===== config.mk =====
export PLATFORM = sky130hd
export DESIGN_NAME = net_mem
export DESIGN_NICKNAME = d
export VERILOG_FILES = /design/src/renkon_pkg.sv /design/src/net_mem.sv
export VERILOG_INCLUDE_DIRS = /design/src
export SDC_FILE = /design/constraint.sdc
export NUM_CORES = 2
export LEC_CHECK = 0
export BUFFER_PORTS_ARGS = -buffer_cell sky130_fd_sc_hd__buf_2
export CAP_MARGIN = 40
export CORE_MARGIN = 5
export CORE_UTILIZATION = 50
export CTS_BUF_LIST = sky130_fd_sc_hd__clkbuf_4 sky130_fd_sc_hd__clkbuf_8 sky130_fd_sc_hd__clkbuf_16
export CTS_CLUSTER_SIZE = 20
export DETAILED_ROUTE_END_ITERATION = 6
export GPL_ROUTABILITY_DRIVEN = 0
export MAX_ROUTING_LAYER = met4
export PLACE_DENSITY = 0.64
export SLEW_MARGIN = 20
export SYNTH_ARGS = -nofsm -noshare
export SYNTH_HDL_FRONTEND = slang
export SYNTH_SLANG_ARGS = --single-unit

===== constraint.sdc =====
create_clock -name clk -period 2.7 [get_ports clk]
set_input_delay 0.54 -clock clk [delete_from_list [all_inputs] [get_ports clk]]
set_output_delay 0.54 -clock clk [all_outputs]
set_load 0.01 [all_outputs]

===== src/renkon_defs.svh =====
`ifndef RENKON_DEFS_SVH
`define RENKON_DEFS_SVH

// Pixel and weight width, signed.
`define DWIDTH 16

// Image memory address width.
`define IMGSIZE 10

// Network memory address width.
`define NETSIZE 8

// Sizes and loop counters, up to 16.
`define LWIDTH 5

// Fixed point fraction bits.
`define FRAC 8
`define ACCWIDTH 40

`endif


===== src/renkon_pkg.sv =====
`include "renkon_defs.svh"

package renkon_pkg;

  typedef logic signed [`DWIDTH-1:0]   data_t;
  typedef logic signed [`ACCWIDTH-1:0] acc_t;
  typedef logic [`IMGSIZE-1:0]         img_addr_t;
  typedef logic [`NETSIZE-1:0]         net_addr_t;
  typedef logic [`LWIDTH-1:0]          len_t;

  typedef enum logic [1:0] {
    S_WAIT    = 2'd0,
    S_NETWORK = 2'd1,
    S_CONV    = 2'd2,
    S_DRAIN   = 2'd3
  } core_state_t;

  // Job setup, latched at req.
  typedef struct packed {
    len_t      img_size;
    len_t      fil_size;
    img_addr_t input_addr;
    img_addr_t output_addr;
    net_addr_t net_addr;
  } conv_cfg_t;

  // Framing of a tap stream.
  typedef struct packed {
    logic start;
    logic valid;
    logic stop;
  } ctrl_bus_t;

endpackage


===== src/net_mem.sv =====
`timescale 1ns/100ps
`include "renkon_defs.svh"

module net_mem (
  input  logic                  clk,
  input  logic                  we,
  input  renkon_pkg::net_addr_t waddr,
  input  renkon_pkg::data_t     wdata,
  input  renkon_pkg::net_addr_t raddr,
  output renkon_pkg::data_t     rdata
);
  import renkon_pkg::*;

  // Filters with a bias after each.
  data_t mem [0:(1<<`NETSIZE)-1];
  data_t r_rdata;

  always_ff @(posedge clk) begin
    if (we)
      mem[waddr] <= wdata;
    r_rdata <= mem[raddr];
  end

  assign rdata = r_rdata;

endmodule


==> qor.csv <==
metric;value;unit
status;finished, final reports clean;
Crit Path Category;register to register;
number of global-route vias before repair;82009;
data required time at the worst endpoint;3520;ps
synthesized area;158700;µm²
kind of cell adding the most delay to the critical path;multiplexers;
# DRC;0;
Primary FF master, synth;edfxtp_1;
CTS tree;built;
core area;315500;µm²
Pwr Total;136.2;mW
Avg WL per Cell;33.19;µm
largest net degree at the start of global routing;91;
Post-DP HPWL;271.4;mm
antenna-violating nets left;0;
Synth area leader;edfxtp_1;
max incr delay on CP;530;ps
Initial Util;50.31;%
Highest Clock Rate;375.2;MHz
Mapped Cells;7360;
Post-Syn Area per Cell;21.56;µm²
Post-Synth Simple-Gate Area;1.574;%
Adder-Cell Fraction of Synth Area;0;%
Post-Synth XOR/XNOR Area;0;%
Num CTS Buffers;412;
post-synthesis mux area share;15.50;%
CP max-delay cell;mux4_2;
fraction of the yosys area taken by sequential cells;77.70;%
postcts setup bufs;0;
IO Port Bufs;49;
Period minus WS final;2665;ps
Placed Cells;12281;
async set-reset flop share out of synthesis;0;%
H-tree depth;5;
Fin. Hold Viols;0;
WL final;433.3;mm
Worst Skew;87.63;ps
Synth Area in Compound Gates;3.537;%
relative slew slack;33.10;%
Area Growth Syn to Fin;18.92;%
Yosys warning total;0;
Critical Path End Type;register;
via/cell ratio;6.342;
Max clock buf depth;4;
FP Rows;206;
CP Cell Sequence;mux4_2 -> mux4_2 -> a22o_1 -> o32ai_2 -> buf_4 -> nor4_1;
initial DRC count;11256;
Overflow after GRT;0;
first-pass detailed-route iteration total;6;
most common cell in the synthesized netlist;edfxtp_1;
Max Fanout on Critical Path;1;
Worst-path clk slew;60;ps
syn_nets;7394;
max-slew violations;0;
Clock Latency Late Sink;980;ps
first-pass GRT wire length;615.3;mm
fin nets;8578;
synth top area cells;edfxtp_1, mux4_2, mux2i_1;
area of the die;328800;µm²
cell mode on critical path;mux4_2;
hold crit path type;primary input to register;
RSZ-0062 raised after global routing;false;
CP arrival;3480;ps
Setup Viol. Count Final;0;
layout cells sized above 1;32.41;%
dpl ws;-1132;ps
total track usage;26.83;%
largest family of logic cells by synthesized area;multiplexers;
fin crit share;98.72;%
flops & latches, synth;4112;
die width;573.4;µm
Layout Cells excl Fill;13056;
initial antenna violation count;25;
synth cell count leaders;edfxtp_1, mux4_2, mux2i_1;
DR vias;82796;
Ports;50;
startpoint types;register;
CP Buf/Inv Count;1;
power per cell area;721.4;nW/µm²
Sinks on Clock Net;4112;
Static Leak;61.64;nW
area share of the largest cell type after synthesis;77.50;%
setup ws final;34.55;ps
EDFF count, synth;4096;
Max IR drop VDD;0.6345;mV
Die Ht;573.4;µm
worst-margin pin slew;1004;ps
CTS root buf;clkbuf_16;
Yosys cell types;52;
max cap viols;0;
==> final cells by class <==
class	count	area, µm²
fillers	22177	126700
flip-flops and latches	4112	123300
multi-input cells	2792	33010
repair buffers	1222	13330
clock buffers	481	10920
well taps	4160	5205
clock inverters	270	2910
diodes	15	37.54
inverters	4	27.53
==> worst reg2reg max path: cells and delay by family, from the launching register on <==
kind | cells | cell delay [ps]
AOI/OAI and AO/OA | 2 | 820
buffers and inverters | 1 | 220
DFF | 1 | 380
muxes | 2 | 1040
and+or+nand+nor | 1 | 70
==> cell families after synthesis <==
family / Yosys count
AND/OR/NAND/NOR: 556
multiplexers: 1450
buffers and inverters: 456
flip-flops: 4112
AO/OA/AOI/OAI: 786
==> layout by cell type (no fill, tap or decap), drive strengths merged, types with 28 or more instances in the layout <==
cell       n
a21oi    175
edfxtp  4096
a22oi     43
nor2     304
a22o      32
clkbuf   482
o22ai    148
mux4     797
o21ai     38
o221ai   253
mux2i    565
a221oi    28
mux2      88
clkinv   194
buf     1214
nand3     35
bufinv    46
nor3      92
nand2     38
==> registers in the layout, indices dropped and copies added (netlist names) <==
| register | count |
|---|---|
| mem | 4096 |
| rdata | 16 |
==> metrics by stage <==
step / instance area [µm²] / TNS, ps / util [%] / hold slack (ps)
final: 188700 / 0 / 59.83 / 41.65
after global routing: 188700 / 0 / 59.82 / 32.71
after CTS: 188700 / 0 / 59.80 / 5.604
after detailed placement: 174800 / -12690 / 55.39 / 980.2
after global placement: 174700 / -13590 / 55.39 / 971.1
after floorplan: 158700 / -1318 / - / 638.9
==> final timing paths <==
path	startpoint	to	slack, ps	depth (start not counted)
max	mem[58][10]	rdata[10]	30	6
min	wdata[14]	mem[90][14]	40	1
max reg2reg	mem[58][10]	rdata[10]	30	6
min reg2reg	mem[216][4]	rdata[4]	1070	5
==> layer usage <==
layer / vias to the layer above / part of all wire [%] / wire length [µm] / GRT usage, %
met2: 4233 / 47 / 204500 / 40.59
met1: 44073 / 39 / 167800 / 36.79
met4: 0 / 4.1 / 17630 / 9.371
met5: - / 0 / 0 / -
li1: 33729 / - / - / -
met3: 761 / 10 / 43370 / 5.523
==> report_power, final <==
part | leakage [nW] | switching [mW] | internal (mW)
Clock | 6.84 | 24.4 | 33.5
Combinational | 17.9 | 4.69 | 3.05
Sequential | 36.9 | 0.137 | 70.4
==> repair_timing <==
item,in CTS,in global routing
hold buffers,6,0
gates resized for setup,3,7
hold endpoints to repair,115,0
endpoints found under the setup margin,2,4
Power figures use the tool's default switching activity.
