### src/renkon_defs.svh
`ifndef RENKON_DEFS_SVH
`define RENKON_DEFS_SVH

// Pixel and weight width, signed.
`define DWIDTH 16

// Image memory address width.
`define IMGSIZE 10

// Network memory address width.
`define NETSIZE 8

// Sizes and loop counters, up to 16.
`define LWIDTH 5

// Fixed point fraction bits.
`define FRAC 8
`define ACCWIDTH 40

`endif

### src/renkon_pkg.sv
`include "renkon_defs.svh"

package renkon_pkg;

  typedef logic signed [`DWIDTH-1:0]   data_t;
  typedef logic signed [`ACCWIDTH-1:0] acc_t;
  typedef logic [`IMGSIZE-1:0]         img_addr_t;
  typedef logic [`NETSIZE-1:0]         net_addr_t;
  typedef logic [`LWIDTH-1:0]          len_t;

  typedef enum logic [1:0] {
    S_WAIT    = 2'd0,
    S_NETWORK = 2'd1,
    S_CONV    = 2'd2,
    S_DRAIN   = 2'd3
  } core_state_t;

  // Job setup, latched at req.
  typedef struct packed {
    len_t      img_size;
    len_t      fil_size;
    img_addr_t input_addr;
    img_addr_t output_addr;
    net_addr_t net_addr;
  } conv_cfg_t;

  // Framing of a tap stream.
  typedef struct packed {
    logic start;
    logic valid;
    logic stop;
  } ctrl_bus_t;

endpackage

### src/win_counter.sv
`timescale 1ns/100ps
`include "renkon_defs.svh"

module win_counter (
  input  logic                    clk,
  input  logic                    xrst,
  input  renkon_pkg::core_state_t state,
  input  renkon_pkg::conv_cfg_t   cfg_q,
  output renkon_pkg::net_addr_t   net_raddr,
  output renkon_pkg::net_addr_t   load_idx,
  output renkon_pkg::img_addr_t   tap_addr,
  output renkon_pkg::img_addr_t   out_addr,
  output renkon_pkg::ctrl_bus_t   tap_ctrl,
  output logic                    net_end,
  output logic                    tap_end,
  output logic                    conv_end
);
  import renkon_pkg::*;

  logic [2*`LWIDTH-1:0] fil_sq;
  logic [2*`LWIDTH-1:0] r_li;
  len_t      out_size;
  len_t      r_wx;
  len_t      r_wy;
  len_t      r_ox;
  len_t      r_oy;
  logic      wx_last;
  logic      wy_last;
  logic      ox_last;
  logic      oy_last;
  ctrl_bus_t cur_ctrl;
  ctrl_bus_t r_ctrl;
  net_addr_t r_load_idx;
  img_addr_t cur_out_addr;
  img_addr_t r_out_addr;

  assign fil_sq   = cfg_q.fil_size * cfg_q.fil_size;
  assign out_size = cfg_q.img_size - cfg_q.fil_size + 1'b1;

  assign wx_last = r_wx == cfg_q.fil_size - 1'b1;
  assign wy_last = r_wy == cfg_q.fil_size - 1'b1;
  assign ox_last = r_ox == out_size - 1'b1;
  assign oy_last = r_oy == out_size - 1'b1;

  // Weights first, bias at the last index.
  always_ff @(posedge clk) begin
    if (!xrst || state != S_NETWORK)
      r_li <= '0;
    else
      r_li <= r_li + 1'b1;
  end

  always_ff @(posedge clk) begin
    if (!xrst || state != S_CONV) begin
      r_wx <= '0;
      r_wy <= '0;
      r_ox <= '0;
      r_oy <= '0;
    end else begin
      r_wx <= wx_last ? '0 : r_wx + 1'b1;
      if (wx_last) begin
        r_wy <= wy_last ? '0 : r_wy + 1'b1;
        if (wy_last) begin
          r_ox <= ox_last ? '0 : r_ox + 1'b1;
          if (ox_last)
            r_oy <= oy_last ? '0 : r_oy + 1'b1;
        end
      end
    end
  end

  assign net_end  = state == S_NETWORK && r_li == fil_sq;
  assign tap_end  = state == S_CONV && wx_last && wy_last;
  assign conv_end = tap_end && ox_last && oy_last;

  assign net_raddr = cfg_q.net_addr + net_addr_t'(r_li);
  assign tap_addr  = cfg_q.input_addr
                   + img_addr_t'(r_oy + r_wy) * img_addr_t'(cfg_q.img_size)
                   + img_addr_t'(r_ox) + img_addr_t'(r_wx);
  assign cur_out_addr = cfg_q.output_addr
                      + img_addr_t'(r_oy) * img_addr_t'(out_size)
                      + img_addr_t'(r_ox);

  assign cur_ctrl.start = (state == S_NETWORK && r_li == '0)
                       || (state == S_CONV && r_wx == '0 && r_wy == '0);
  assign cur_ctrl.valid = state == S_NETWORK || state == S_CONV;
  assign cur_ctrl.stop  = net_end || tap_end;

  // Align with the one-cycle memory reads.
  always_ff @(posedge clk) begin
    if (!xrst)
      r_ctrl <= '0;
    else
      r_ctrl <= cur_ctrl;
  end

  always_ff @(posedge clk) begin
    r_load_idx <= net_addr_t'(r_li);
    r_out_addr <= cur_out_addr;
  end

  assign tap_ctrl = r_ctrl;
  assign load_idx = r_load_idx;
  assign out_addr = r_out_addr;

  assert property (@(posedge clk) disable iff (!xrst)
    state == S_CONV |-> r_wx < cfg_q.fil_size && r_wy < cfg_q.fil_size);

endmodule

### config.mk
export PLATFORM = sky130hd
export DESIGN_NAME = win_counter
export DESIGN_NICKNAME = d
export VERILOG_FILES = /design/src/renkon_pkg.sv /design/src/win_counter.sv
export VERILOG_INCLUDE_DIRS = /design/src
export SDC_FILE = /design/constraint.sdc
export NUM_CORES = 1
export LEC_CHECK = 0
export BUFFER_PORTS_ARGS = -buffer_cell sky130_fd_sc_hd__buf_4
export CAP_MARGIN = 5
export CORE_MARGIN = 10
export CORE_UTILIZATION = 45
export DETAILED_ROUTE_END_ITERATION = 10
export GPL_TIMING_DRIVEN = 0
export PLACE_DENSITY = 0.73
export SLEW_MARGIN = 40
export SYNTH_ARGS = -nofsm -noshare
export SYNTH_HDL_FRONTEND = slang
export SYNTH_SLANG_ARGS = --single-unit
### constraint.sdc
create_clock -name clk -period 7.95 [get_ports clk]
set_input_delay 1.59 -clock clk [delete_from_list [all_inputs] [get_ports clk]]
set_output_delay 1.59 -clock clk [all_outputs]
set_load 0.02 [all_outputs]
==> out/results.ini <==
[die]
coreArea_um2 = 13200
die_w_um = 136
pin_count = 84
chipHeight_um = 136
row_count = 42
dieArea_um2 = 18400
start_util_pct = 45.6

[clocking]
ctsHoldBuffers = 0
cts.path.max_buffers = 2
root_buffer = clkbuf_16
cts_buffers = 5
postCtsSetupRepairBufs = 0
cts_tree = built
clkTransAtPathRegs_ps = 70
htree_num_levels = 2
cts_resized = 0
cts.sinks = 51
worstSkewPairLatency_ps = 290

[route]
ant_nets = 0
drc = 0
wl_per_cell_um = 13.6
dr_total_vias = 4413
drtIter0Drc = 221
first_pass_iters = 4
drt-total-wl_mm = 12.5
via_per_inst = 4.82

[timing]
slew_viol_final = 0
maxSlewHeadroom_pct = 46.5
post-route-period-util_pct = 92.9
setup_viol = 0
fmax_mhz = 135
hold_violations = 0
fin_ws_ps = 563
worst_pin_slew_ps = 781
skew_ps = 2.27
rsz0062_at_grt = false
fin_crit_ps = 7390
tns_ps = 0

[finish]
drive_gt1_share_pct = 13.9
multiInputGateArea_um2 = 4480
ff_latch_area_um2 = 1020
area_delta_synth_final_pct = 16.5
final_cell_mix = 119 x inv_1, 89 x ha_1, 82 x buf_4
diodes = 0
mostFrequentLayoutCell = inv_1
n_fill_cell = 1262
fin_nets = 925

[pwr]
p_per_area_nw_per_um2 = 102
p_leak_nw = 3.55
ir_drop_mv = 0.105

[min_path]
holdCritStartpoint = r_li[2]$_SDFF_PP0_
hp-class = reg2reg

[yosys]
syn-cell-area_um2 = 6020
async_reset_ff_share_pct = 0
syn_area_per_cell_um2 = 9.23
ys_seq_area_share_pct = 17.0
syn_inst = 652
synthFlopType = dfxtp_1
syn-num-nets = 838
synth-edff-count = 0
yosys-top-cells-area = ha_1 19%, fa_1 18%, dfxtp_1 17%, inv_1 7.4%, xnor2_1 6.7%
yosysTopAreaCell = ha_1
ys_warn_count = 0
ys_types = 46
synth_top_area_share_pct = 18.5
synth_seq_cells = 51

[critical_path]
r2r_start = r_oy[1]$_SDFFE_PP0P_
worstPathCellList = ha_1 > fa_1 > a21oi_1 > nor2_1 > nor2_1 > xnor2_1 > and2_1 > fa_1 > inv_1 > fa_1 > inv_1 > fa_1 > inv_1 > fa_1 > inv_1 > ha_1 > a21oi_1 > o21bai_1 > a21oi_1 > o21ai_0 > xnor3_1 > buf_4
cp.buffers_inverters = 5
crit_family = adder cells
cp.arrival_ps = 5800
startpoint_type = flop
slowest_stage = fa_1
startpoint = r_oy[0]$_SDFFE_PP0P_
crit_path_frequent_cell = fa_1
crit_type = reg2out
critPathMaxStageDelay_ps = 530
worst-path-max-fanout = 10
crit_required_ps = 6360
endpoint_kind = primary output

[placement]
gp_congestion = 0.820
dp_hpwl_mm = 10.6
dp_worst_setup_slack_ps = 685
numPortBuffers = 80

[global_route]
grt_pass1_vias = 4581
grt_max_degree = 17
grt-ovfl-total = 0
track_usage_pct = 14.0
grt_pass1_wl_mm = 21.7
antenna_found_initial = 0

[outcome]
run_status = complete, no violations

[job]
cap_violations = 0

-- synth_stat cells (2+ instances only) --
library cell and n:
nor4_1 2, xnor3_1 9, mux2i_1 2, o22ai_1 3, nand2_1 44, buf_6 2, a21oi_1 27, xor2_1 25
nor2_1 29, fa_1 55, or3_1 6, inv_1 119, xnor2_1 46, buf_2 2, a211oi_1 3, nor3_1 12
nand4_1 6, dfxtp_1 51, and3_1 4, buf_4 2, a31oi_1 4, o21ai_0 6, ha_1 89, nor3b_1 3
clkbuf_1 5, and2_1 33, a21o_1 13, nor2b_1 5, o21bai_1 7, or4_1 2, nand3_1 21
-- path summary, 6_finish.rpt --
kind	endpoint	slack, ps	depth (start not counted)
setup / recovery	tap_addr[9]	560	22
hold / removal	load_idx[2]$_DFF_P_	370	0
setup reg to reg	out_addr[9]$_DFF_P_	3690	13
hold reg to reg	load_idx[2]$_DFF_P_	370	0
-- layout make-up --
class,count,area share [%]
well taps,176,3.14
repair buffers,80,8.57
inverters,119,6.38
clock buffers,5,1.79
plain buffers,11,0.947
flip-flops and latches,51,14.6
multi-input cells,471,64.0
clock inverters,3,0.625
-- layer usage --
layer | share of wire, % | global-route usage (%) | routed length, µm
met1 | 47 | 18.4 | 5860
met2 | 47 | 23.7 | 5920
met3 | 4.9 | 2.89 | 610
met4 | 0.60 | 1.97 | 75
met5 | 0 | 0 | 0
-- worst register-to-register path, cell delays in order, from the launching register on --
cell and delay [ps]:
dfxtp_1 420, clkbuf_1 320, nand2_1 130, fa_1 500
fa_1 540, fa_1 520, fa_1 520, inv_1 40
ha_1 320, a21oi_1 210, o21bai_1 100, a21oi_1 220
o21ai_0 140, xnor2_1 140
-- stage by stage --
stage / cells / total power [mW] / hold WS [ps] / utilization [%] / area, µm²
after floorplan: 652 / 0.413 / 353 / - / 6020
after global placement: 908 / 0.471 / 362 / 51.8 / 6840
after detailed placement: 908 / 0.474 / 364 / 51.8 / 6840
after CTS: 916 / 0.722 / 374 / 53.1 / 7010
after global routing: 916 / 0.753 / 379 / 53.1 / 7010
final: 916 / 0.713 / 373 / 53.1 / 7010
-- cell families after synthesis --
kind of cell | share of synthesized area [%]
buf+inv | 8.53
fa+ha+maj | 36.8
compound gates | 7.03
flops | 17.0
mux | 0.582
xor+xnor | 15.3
simple gates | 14.8
-- flip-flops by register name (all words and copies together) (netlist names) --
signal / cells
r_oy: 5
r_li: 10
r_ox: 5
r_wy: 5
out_addr: 10
tap_ctrl: 3
r_wx: 5
load_idx: 8
-- report_power, final --
part | leakage (nW) | switching (mW) | internal (mW)
Sequential | 0.415 | 0.00225 | 0.260
Clock | 0.0838 | 0.0975 | 0.149
Combinational | 3.05 | 0.106 | 0.0988
Total | 3.55 | 0.206 | 0.507
Power figures use the tool's default switching activity.
