===== src/renkon_defs.svh =====
`ifndef RENKON_DEFS_SVH
`define RENKON_DEFS_SVH

// Pixel and weight width, signed.
`define DWIDTH 16

// Image memory address width.
`define IMGSIZE 10

// Network memory address width.
`define NETSIZE 8

// Sizes and loop counters, up to 16.
`define LWIDTH 5

// Fixed point fraction bits.
`define FRAC 8
`define ACCWIDTH 40

`endif


===== src/renkon_pkg.sv =====
`include "renkon_defs.svh"

package renkon_pkg;

  typedef logic signed [`DWIDTH-1:0]   data_t;
  typedef logic signed [`ACCWIDTH-1:0] acc_t;
  typedef logic [`IMGSIZE-1:0]         img_addr_t;
  typedef logic [`NETSIZE-1:0]         net_addr_t;
  typedef logic [`LWIDTH-1:0]          len_t;

  typedef enum logic [1:0] {
    S_WAIT    = 2'd0,
    S_NETWORK = 2'd1,
    S_CONV    = 2'd2,
    S_DRAIN   = 2'd3
  } core_state_t;

  // Job setup, latched at req.
  typedef struct packed {
    len_t      img_size;
    len_t      fil_size;
    img_addr_t input_addr;
    img_addr_t output_addr;
    net_addr_t net_addr;
  } conv_cfg_t;

  // Framing of a tap stream.
  typedef struct packed {
    logic start;
    logic valid;
    logic stop;
  } ctrl_bus_t;

endpackage


===== src/ctrl_fsm.sv =====
`timescale 1ns/100ps

module ctrl_fsm (
  input  logic                    clk,
  input  logic                    xrst,
  input  logic                    req,
  input  renkon_pkg::conv_cfg_t   cfg,
  input  logic                    net_end,
  input  logic                    tap_end,
  input  logic                    conv_end,
  input  logic                    img_we,
  input  renkon_pkg::img_addr_t   img_addr,
  input  renkon_pkg::data_t       img_wdata,
  input  renkon_pkg::img_addr_t   rd_addr,
  input  renkon_pkg::data_t       result,
  input  logic                    result_valid,
  input  renkon_pkg::img_addr_t   out_addr,
  input  renkon_pkg::img_addr_t   tap_addr,
  output renkon_pkg::core_state_t state,
  output renkon_pkg::conv_cfg_t   cfg_q,
  output logic                    ack,
  output logic                    mem_we,
  output renkon_pkg::img_addr_t   mem_waddr,
  output renkon_pkg::data_t       mem_wdata,
  output renkon_pkg::img_addr_t   mem_raddr
);
  import renkon_pkg::*;

  core_state_t r_state;
  conv_cfg_t   r_cfg;
  logic        r_ack;
  logic        r_drain;
  img_addr_t   r_res_addr;

  always_ff @(posedge clk) begin
    if (!xrst) begin
      r_state <= S_WAIT;
      r_drain <= 1'b0;
    end else begin
      case (r_state)
        S_WAIT:
          if (req)
            r_state <= S_NETWORK;
        S_NETWORK:
          if (net_end)
            r_state <= S_CONV;
        S_CONV:
          if (conv_end)
            r_state <= S_DRAIN;
        S_DRAIN: begin
          // Two cycles for the last window to reach memory.
          r_drain <= !r_drain;
          if (r_drain)
            r_state <= S_WAIT;
        end
        default:
          r_state <= S_WAIT;
      endcase
    end
  end

  always_ff @(posedge clk) begin
    if (!xrst)
      r_ack <= 1'b1;
    else if (req)
      r_ack <= 1'b0;
    else if (r_state == S_DRAIN && r_drain)
      r_ack <= 1'b1;
  end

  always_ff @(posedge clk) begin
    if (!xrst)
      r_cfg <= '0;
    else if (r_state == S_WAIT && req)
      r_cfg <= cfg;
  end

  // Matches the result register in the MAC.
  always_ff @(posedge clk) begin
    r_res_addr <= out_addr;
  end

  assign state = r_state;
  assign cfg_q = r_cfg;
  assign ack   = r_ack;

  // Host owns both ports while idle.
  assign mem_we    = (r_state == S_WAIT) ? img_we    : result_valid;
  assign mem_waddr = (r_state == S_WAIT) ? img_addr  : r_res_addr;
  assign mem_wdata = (r_state == S_WAIT) ? img_wdata : result;
  assign mem_raddr = (r_state == S_WAIT) ? rd_addr   : tap_addr;

  assert property (@(posedge clk) disable iff (!xrst)
    req |-> r_ack);
  assert property (@(posedge clk) disable iff (!xrst)
    result_valid |-> r_state != S_WAIT);
  // Every window lands two cycles after its last tap.
  assert property (@(posedge clk) disable iff (!xrst)
    tap_end |-> ##2 result_valid);

endmodule


===== config.mk =====
export PLATFORM = sky130hd
export DESIGN_NAME = ctrl_fsm
export DESIGN_NICKNAME = d
export VERILOG_FILES = /design/src/renkon_pkg.sv /design/src/ctrl_fsm.sv
export VERILOG_INCLUDE_DIRS = /design/src
export SDC_FILE = /design/constraint.sdc
export NUM_CORES = 1
export LEC_CHECK = 0
export ABC_AREA = 0
export BUFFER_PORTS_ARGS = -buffer_cell sky130_fd_sc_hd__buf_2
export CAP_MARGIN = 20
export CORE_MARGIN = 2
export CORE_UTILIZATION = 40
export DETAILED_ROUTE_END_ITERATION = 16
export PLACE_DENSITY = 0.95
export SLEW_MARGIN = 25
export SYNTH_ARGS = -nofsm -noshare
export SYNTH_HDL_FRONTEND = slang
export SYNTH_SLANG_ARGS = --single-unit

===== constraint.sdc =====
create_clock -name clk -period 5.1 [get_ports clk]
set_clock_uncertainty 0.15 [all_clocks]
set_input_delay 1.02 -clock clk [delete_from_list [all_inputs] [get_ports clk]]
set_output_delay 1.02 -clock clk [all_outputs]
set_load 0.01 [all_outputs]

==> impl_metrics.prom, run 1 <==
# TYPE chip_impl_metric gauge
chip_impl_info{name="cts_root_buffer",value="clkbuf_8"} 1
chip_impl_metric{name="ys_warn_count",unit=""} 0
chip_impl_metric{name="switching_share",unit="%"} 36.6
chip_impl_metric{name="post_synth.cell_area_avg",unit="µm²"} 9.51
chip_impl_metric{name="yosys.area_share.xor_xnor",unit="%"} 0
chip_impl_metric{name="finalHoldWorstSlack",unit="ns"} 0.302
chip_impl_info{name="tritoncts",value="built"} 1
chip_impl_metric{name="hold_viol",unit=""} 0
chip_impl_metric{name="cts_buffer_depth",unit=""} 2
chip_impl_info{name="synth_top_family_by_area",value="multiplexers"} 1
chip_impl_metric{name="post-route-period-util",unit="%"} 65.3
chip_impl_metric{name="drt_first_pass_iters",unit=""} 4
chip_impl_metric{name="track_usage",unit="%"} 19.4
chip_impl_metric{name="cts_post_setup_buffers_inserted",unit=""} 0
chip_impl_metric{name="synth_compound_area_share",unit="%"} 14.6
chip_impl_metric{name="period_needed",unit="ns"} 3.33
chip_impl_metric{name="cap_violations",unit=""} 0
chip_impl_metric{name="synth_mux_area_share",unit="%"} 19.0
chip_impl_info{name="critical_path.startpoint_type",value="register"} 1
chip_impl_metric{name="ir_drop",unit="V"} 0.000254
chip_impl_metric{name="critical_path_peak_fanout",unit=""} 41
chip_impl_metric{name="pin_count_of_the_biggest_net_entering_global_routing",unit=""} 45
chip_impl_metric{name="cp.arrival",unit="ns"} 2.16
chip_impl_metric{name="post_synth_and_or_nand_nor_area_fraction",unit="%"} 14.4
chip_impl_metric{name="p_comb_share",unit="%"} 50.4
chip_impl_metric{name="first_global_vias",unit=""} 2183
chip_impl_metric{name="cts_sinks",unit=""} 52
chip_impl_info{name="final_cell_mix",value="buf_2 (194), nand2_1 (79), dfxtp_1 (52)"} 1
chip_impl_info{name="hold_class",value="register to register"} 1
chip_impl_metric{name="clk-insertion-delay-late",unit="ns"} 0.29
chip_impl_metric{name="die_area",unit="µm²"} 6380
chip_impl_info{name="setup_repair_after_global_routing_missed_its_margin",value="no"} 1
chip_impl_metric{name="setup_total_negative_slack",unit="ns"} 0
chip_impl_metric{name="initial_core_util",unit="%"} 41.6
chip_impl_metric{name="pwr_density_cell",unit="nW/µm²"} 464
chip_impl_metric{name="slew_headroom",unit="%"} 37.6
chip_impl_metric{name="synth-seq-cells",unit=""} 52
chip_impl_metric{name="clock_power_share",unit="%"} 17.0
chip_impl_metric{name="fmaxAchievable",unit="GHz"} 0.300
chip_impl_info{name="top_delay_family_on_crit_path",value="adder cells"} 1
chip_impl_metric{name="floorplan.io_pins",unit=""} 196
chip_impl_metric{name="post_synthesis_cell_type_count",unit=""} 18
chip_impl_metric{name="h-tree-depth",unit=""} 2
chip_impl_metric{name="synth.cell_area",unit="µm²"} 2300
chip_impl_metric{name="antenna_cells_inserted",unit=""} 0
chip_impl_metric{name="vias",unit=""} 2302
chip_impl_metric{name="placeableCoreArea",unit="µm²"} 5540
chip_impl_metric{name="seq_area_frac_synth",unit="%"} 45.2
chip_impl_metric{name="switching_power",unit="W"} 0.000574
chip_impl_info{name="critical_path.endpoint_type",value="output port"} 1
chip_impl_metric{name="post_cts_resized",unit=""} 0
chip_impl_metric{name="area_growth",unit="%"} 46.7
chip_impl_metric{name="antenna_violations_before_repair",unit=""} 0
chip_impl_metric{name="util_after_layout",unit="%"} 61.0
chip_impl_metric{name="max_slew.worst_pin.slew",unit="ns"} 0.936
chip_impl_metric{name="final_nets",unit=""} 550
chip_impl_metric{name="n_fill_cell",unit=""} 490
chip_impl_metric{name="syn_nets",unit=""} 364
chip_impl_metric{name="detail_placement_hpwl",unit="µm"} 5190
chip_impl_metric{name="remaining_global_route_overflow",unit=""} 0
chip_impl_metric{name="die-height",unit="µm"} 79.9
chip_impl_metric{name="layout-drive-gt1-share",unit="%"} 56.4
chip_impl_metric{name="design_power_total",unit="W"} 0.00157
chip_impl_metric{name="globalplace.congestion",unit=""} 0.788
chip_impl_info{name="layout.cells.most_common",value="buf_2"} 1
chip_impl_metric{name="die_w",unit="µm"} 79.9
chip_impl_metric{name="grt_first_pass_wirelength",unit="µm"} 9720
chip_impl_metric{name="power_frac_seq",unit="%"} 32.6
chip_impl_metric{name="drt_iter0_drc",unit=""} 82
chip_impl_metric{name="synth_adder_area_share",unit="%"} 2.17
chip_impl_info{name="worstReg2RegStart",value="state[1]$_SDFFE_PN0P_"} 1
chip_impl_metric{name="design_area",unit="µm²"} 3380
chip_impl_info{name="run_status",value="finished, final reports clean"} 1
chip_impl_metric{name="cellInternalPower",unit="W"} 0.000994
chip_impl_info{name="timing.critical_path.cells",value="inv_1 > ha_2 > mux2_2 > buf_2"} 1
chip_impl_metric{name="postCtsHoldBufs",unit=""} 0
chip_impl_info{name="timing.hold.worst.start",value="cfg_q[15]$_SDFFE_PN0P_"} 1
chip_impl_metric{name="drv_slew",unit=""} 0
chip_impl_metric{name="cts_inserted_buffers",unit=""} 5
chip_impl_metric{name="crit_path_max_incr_delay",unit="ns"} 0.80
chip_impl_metric{name="clkSlewWorstSetupHoldPaths",unit="ns"} 0.09
chip_impl_metric{name="avgRoutedWirePerCell",unit="µm"} 13.3
chip_impl_metric{name="critPathBufInv",unit=""} 2
chip_impl_metric{name="drt-vias-per-instance",unit=""} 4.61
chip_impl_metric{name="report.final.setup_viol",unit=""} 0
chip_impl_info{name="worstSetupPathType",value="register to output port"} 1
chip_impl_metric{name="remaining_drc_errors",unit=""} 0
chip_impl_metric{name="worst-endpoint-required",unit="ns"} 3.93
chip_impl_info{name="crit_path_start",value="state[1]$_SDFFE_PN0P_"} 1
chip_impl_info{name="slowest_stage",value="ha_2"} 1
chip_impl_metric{name="total_leakage_power",unit="nW"} 1.72
chip_impl_metric{name="io_buffer_count",unit=""} 194
chip_impl_metric{name="post_synth_inst_count",unit=""} 242
chip_impl_metric{name="core.rowCount",unit=""} 27
chip_impl_metric{name="route.final.wire_length",unit="µm"} 6630
chip_impl_metric{name="detail-route-antenna-nets",unit=""} 0
chip_impl_metric{name="placement.cell_area",unit="µm²"} 3280
worst reg2reg max path: cells and delay by family (launching register included):
kind	cells	cell delay (ns)
simple gates	2	0.96
fa+ha+maj	1	0.80
flops	1	0.37
buf+inv	1	0.11
compound gates	1	0.09
area by class of cell:
class / instances / area, µm² / share of cell area [%]
clock buffer: 5 / 68.8 / 2.04
timing repair buffer: 195 / 978 / 29.0
clock inverter: 1 / 30.0 / 0.889
multi-input combinational: 171 / 1160 / 34.3
tap: 72 / 90.1 / 2.67
inverter: 3 / 11.3 / 0.333
sequential: 52 / 1040 / 30.8
metal layers:
layer / vias to the layer above / global-route usage, % / share of wire (%)
li1: 1167 / - / -
met4: 0 / 5.25 / 1.2
met2: 101 / 35.9 / 51
met1: 1028 / 20.8 / 39
met3: 6 / 7.01 / 9.2
met5: - / 0 / 0
stage by stage:
| step | setup slack [ns] | std cells |
|---|---|---|
| floorplan | 2.52 | 242 |
| global route | 1.61 | 499 |
| detailed placement | 2.09 | 493 |
| finish | 1.77 | 499 |
| CTS | 1.75 | 499 |
| global placement | 2.17 | 493 |
cells by family after synthesis:
family | count (synthesis)
AOI/OAI and AO/OA | 43
and+or+nand+nor | 85
buffers and inverters | 19
muxes | 39
DFF | 52
adders and majority gates | 4
power groups by stage:
stage                     sequential (W)  combinational, W  clock (W)
final                           0.000511          0.000791   0.000267
after global routing            0.000519          0.000862   0.000292
after CTS                       0.000511          0.000800   0.000273
after detailed placement        0.000521          0.000798          0
after global placement          0.000515          0.000770          0
after floorplan                 0.000548          0.000523          0
synth_stat cells:
| cell | n | area, µm² |
|---|---|---|
| nand2_1 | 80 | 300 |
| a21oi_1 | 1 | 5.00 |
| o21ai_0 | 2 | 10.0 |
| inv_1 | 3 | 11.3 |
| clkbuf_1 | 5 | 18.8 |
| a21boi_1 | 20 | 150 |
| mux2i_1 | 2 | 20.0 |
| and2_1 | 1 | 6.26 |
| a2111oi_4 | 1 | 27.5 |
| nor2b_1 | 4 | 25.0 |
| o21a_1 | 1 | 7.51 |
| buf_6 | 2 | 22.5 |
| a21boi_0 | 18 | 135 |
| ha_1 | 4 | 50.1 |
| mux2_2 | 37 | 417 |
| buf_4 | 4 | 30.0 |
| buf_2 | 5 | 25.0 |
| dfxtp_1 | 52 | 1040 |
registers in the layout, indices dropped and copies added, names as in the netlist:
signal and cells:
ack 1, state 2, r_res_addr 10, r_drain 1, cfg_q 38
path summary, 6_finish.rpt:
kind	cells after the start	slack, ns	to
setup / recovery	4	1.77	mem_wdata[11]
hold / removal	2	0.30	cfg_q[15]$_SDFFE_PN0P_
setup reg to reg	5	2.52	cfg_q[18]$_SDFFE_PN0P_
hold reg to reg	2	0.30	cfg_q[15]$_SDFFE_PN0P_
(Power assumes the default switching activity.)
==> run 2: changes to the inputs <==
ABC_AREA = 1   (was 0)
CORE_UTILIZATION = 37   (was 40)
PLACE_DENSITY = 0.91   (was 0.95)
clock period = 3.2 ns   (was 5.1 ns; I/O delays follow)
==> impl_metrics.prom, run 2 <==
# TYPE chip_impl_metric gauge
chip_impl_info{name="run_status",value="finished, final reports clean"} 1
chip_impl_metric{name="area_growth",unit="%"} 49.5
chip_impl_metric{name="route.final.wire_length",unit="µm"} 6500
chip_impl_info{name="critical_path.endpoint_type",value="output port"} 1
chip_impl_metric{name="period_needed",unit="ns"} 2.49
chip_impl_metric{name="drt-vias-per-instance",unit=""} 4.55
chip_impl_info{name="synth_top_cell_by_area",value="dfxtp_1"} 1
chip_impl_metric{name="post_cts_resized",unit=""} 0
chip_impl_metric{name="netlist.area_leader.share",unit="%"} 47.4
chip_impl_metric{name="clkSlewWorstSetupHoldPaths",unit="ns"} 0.09
chip_impl_metric{name="floorplan.io_pins",unit=""} 196
chip_impl_metric{name="cts_buffer_depth",unit=""} 2
chip_impl_metric{name="instances_no_fill",unit=""} 519
chip_impl_metric{name="total_leakage_power",unit="nW"} 1.75
chip_impl_metric{name="n_fill_cell",unit=""} 545
chip_impl_info{name="final_cell_mix",value="buf_2 (194), nor2_1 (83), dfxtp_1 (52)"} 1
chip_impl_metric{name="route.met2.wl",unit="µm"} 3580
chip_impl_metric{name="r2r_cells",unit=""} 7
chip_impl_metric{name="grt_first_pass_wirelength",unit="µm"} 9320
chip_impl_info{name="timing.hold.worst.start",value="out_addr[2]"} 1
chip_impl_metric{name="ys_warn_count",unit=""} 0
chip_impl_info{name="critical_path.startpoint_type",value="register"} 1
chip_impl_metric{name="initial_core_util",unit="%"} 37.8
chip_impl_info{name="layout.cells.most_common",value="buf_2"} 1
chip_impl_metric{name="post-route-period-util",unit="%"} 77.8
chip_impl_info{name="setup_repair_after_global_routing_missed_its_margin",value="no"} 1
chip_impl_metric{name="cts_post_setup_buffers_inserted",unit=""} 0
chip_impl_metric{name="io_buffer_count",unit=""} 194
chip_impl_info{name="ys_top_cells_by_area",value="dfxtp_1 (47%), mux2_2 (19%), nor2_1 (14%), o21ai_0 (7.5%), nand2_1 (2.4%)"} 1
chip_impl_metric{name="remaining_drc_errors",unit=""} 0
chip_impl_info{name="dominantRegCellSynth",value="dfxtp_1"} 1
chip_impl_info{name="r2r_end",value="cfg_q[31]$_SDFFE_PN0P_"} 1
chip_impl_metric{name="largest_register_ffs",unit=""} 38
chip_impl_metric{name="pin_count_of_the_biggest_net_entering_global_routing",unit=""} 43
chip_impl_metric{name="dpl.cell_count",unit=""} 511
chip_impl_metric{name="critical_path_peak_fanout",unit=""} 22
chip_impl_info{name="hold_class",value="primary input to register"} 1
chip_impl_metric{name="synth_async_sr_flop_share",unit="%"} 0
chip_impl_metric{name="die_area",unit="µm²"} 6570
chip_impl_metric{name="track_usage",unit="%"} 18.5
chip_impl_metric{name="pwr_density_cell",unit="nW/µm²"} 808
chip_impl_info{name="cts_root_buffer",value="clkbuf_8"} 1
chip_impl_metric{name="ir_drop",unit="V"} 0.000365
chip_impl_metric{name="reg2reg_slack",unit="ns"} 1.29
chip_impl_metric{name="vias",unit=""} 2360
chip_impl_metric{name="die-height",unit="µm"} 81.1
chip_impl_metric{name="post_synth.cell_area_avg",unit="µm²"} 8.62
chip_impl_metric{name="synth.cell_area",unit="µm²"} 2200
chip_impl_info{name="worstReg2RegStart",value="state[0]$_SDFFE_PN0P_"} 1
chip_impl_metric{name="synth-seq-cells",unit=""} 52
chip_impl_metric{name="postCtsHoldBufs",unit=""} 0
chip_impl_metric{name="clk-insertion-delay-late",unit="ns"} 0.29
chip_impl_metric{name="slew_headroom",unit="%"} 58.6
chip_impl_metric{name="avgRoutedWirePerCell",unit="µm"} 12.5
chip_impl_metric{name="detail-route-antenna-nets",unit=""} 0
chip_impl_info{name="topRoutingLayerUsed",value="met4"} 1
chip_impl_metric{name="antenna_violations_before_repair",unit=""} 0
chip_impl_metric{name="syn_nets",unit=""} 377
chip_impl_metric{name="cts_sinks",unit=""} 52
chip_impl_info{name="min_to",value="r_res_addr[2]$_DFF_P_"} 1
chip_impl_metric{name="cts_inserted_buffers",unit=""} 5
chip_impl_metric{name="globalplace.congestion",unit=""} 0.721
chip_impl_metric{name="drt_first_pass_iters",unit=""} 4
chip_impl_metric{name="synth-edff-count",unit=""} 0
chip_impl_metric{name="placeableCoreArea",unit="µm²"} 5820
chip_impl_metric{name="cp.arrival",unit="ns"} 1.70
chip_impl_metric{name="post_synth_inst_count",unit=""} 255
chip_impl_metric{name="report.final.setup_viol",unit=""} 0
chip_impl_metric{name="drv_slew",unit=""} 0
chip_impl_info{name="tritoncts",value="built"} 1
chip_impl_metric{name="hold_path_depth",unit=""} 1
chip_impl_metric{name="first_global_vias",unit=""} 2136
chip_impl_metric{name="fmaxAchievable",unit="GHz"} 0.402
chip_impl_metric{name="setup_total_negative_slack",unit="ns"} 0
chip_impl_metric{name="detail_placement_hpwl",unit="µm"} 5240
chip_impl_metric{name="layout-drive-gt1-share",unit="%"} 54.5
chip_impl_metric{name="final_nets",unit=""} 565
chip_impl_metric{name="cap_violations",unit=""} 0
chip_impl_metric{name="core.rowCount",unit=""} 28
chip_impl_metric{name="seq_area_frac_synth",unit="%"} 47.4
chip_impl_metric{name="h-tree-depth",unit=""} 2
chip_impl_metric{name="remaining_global_route_overflow",unit=""} 0
chip_impl_metric{name="worst-endpoint-required",unit="ns"} 2.41
chip_impl_metric{name="drt_iter0_drc",unit=""} 52
chip_impl_info{name="synthTopCellsByCount",value="nor2_1 (83), dfxtp_1 (52), mux2_2 (37)"} 1
chip_impl_metric{name="max_slew.worst_pin.slew",unit="ns"} 0.619
chip_impl_metric{name="dr_wl_met3",unit="µm"} 665
chip_impl_info{name="worstSetupPathType",value="register to output port"} 1
chip_impl_metric{name="die_w",unit="µm"} 81.1
chip_impl_info{name="post-synth-top-count-cell",value="nor2_1"} 1
chip_impl_metric{name="post_synthesis_cell_type_count",unit=""} 14
chip_impl_metric{name="antenna_cells_inserted",unit=""} 0
chip_impl_metric{name="hold_viol",unit=""} 0
chip_impl_metric{name="wirelength_met1",unit="µm"} 2170
## run 2: layer usage
layer | vias up | global-route usage, %
li1 | 1197 | -
met3 | 8 | 5.67
met4 | 0 | 6.78
met1 | 1045 | 16.3
met5 | - | 0
met2 | 110 | 38.1
## run 2: worst max-delay path by stage
stage	slack (ns)	from	end
after floorplan	1.09	state[0]$_SDFFE_PN0P_	mem_raddr[0]
after global placement	1.06	state[0]$_SDFFE_PN0P_	mem_wdata[5]
after detailed placement	1.02	state[0]$_SDFFE_PN0P_	mem_wdata[5]
after CTS	0.69	state[0]$_SDFFE_PN0P_	mem_wdata[5]
after global routing	0.58	state[0]$_SDFFE_PN0P_	mem_wdata[5]
final	0.71	state[0]$_SDFFE_PN0P_	mem_wdata[5]
## run 2: cells by family after synthesis
group / count (synthesis) / share of synthesized area [%]
compound gates: 39 / 8.88
fa+ha+maj: 4 / 2.28
buf+inv: 25 / 5.64
flops: 52 / 47.4
mux: 37 / 19.0
simple gates: 98 / 16.9
## run 2: area by class of cell
| type | instances | area (µm²) | share of cell area [%] |
|---|---|---|---|
| clock buffers | 8 | 90.1 | 2.74 |
| inverters | 9 | 33.8 | 1.03 |
| multi-input cells | 178 | 1030 | 31.4 |
| flip-flops and latches | 52 | 1040 | 31.7 |
| well taps | 75 | 93.8 | 2.86 |
| repair buffers | 197 | 993 | 30.2 |
## run 2: worst max-delay path, stage by stage (launching register included)
cell	delay (ns)
dfxtp_1	0.35
inv_1	0.09
ha_1	0.17
buf_4	0.28
mux2_2	0.37
buf_2	0.14
## run 2: metrics by stage
| step | area [µm²] | hold slack [ns] | worst slack (ns) | utilization (%) | power (W) |
|---|---|---|---|---|---|
| after detailed placement | 3190 | 0.319 | 1.02 | 54.9 | 0.00231 |
| after CTS | 3280 | 0.278 | 0.691 | 56.5 | 0.00269 |
| after global routing | 3280 | 0.273 | 0.582 | 56.5 | 0.00288 |
| after floorplan | 2200 | 0.327 | 1.09 | - | 0.00185 |
| after global placement | 3190 | 0.307 | 1.06 | 54.9 | 0.00227 |
| final | 3280 | 0.294 | 0.711 | 56.5 | 0.00265 |
## run 2: where the power goes
| group | internal, W | leakage [nW] | switching, W | total [W] |
|---|---|---|---|---|
| Clock | 0.000177 | 0.0455 | 0.000192 | 0.000369 |
| Sequential | 0.000796 | 0.432 | 0.0000789 | 0.000875 |
| Combinational | 0.000663 | 1.27 | 0.000747 | 0.00141 |
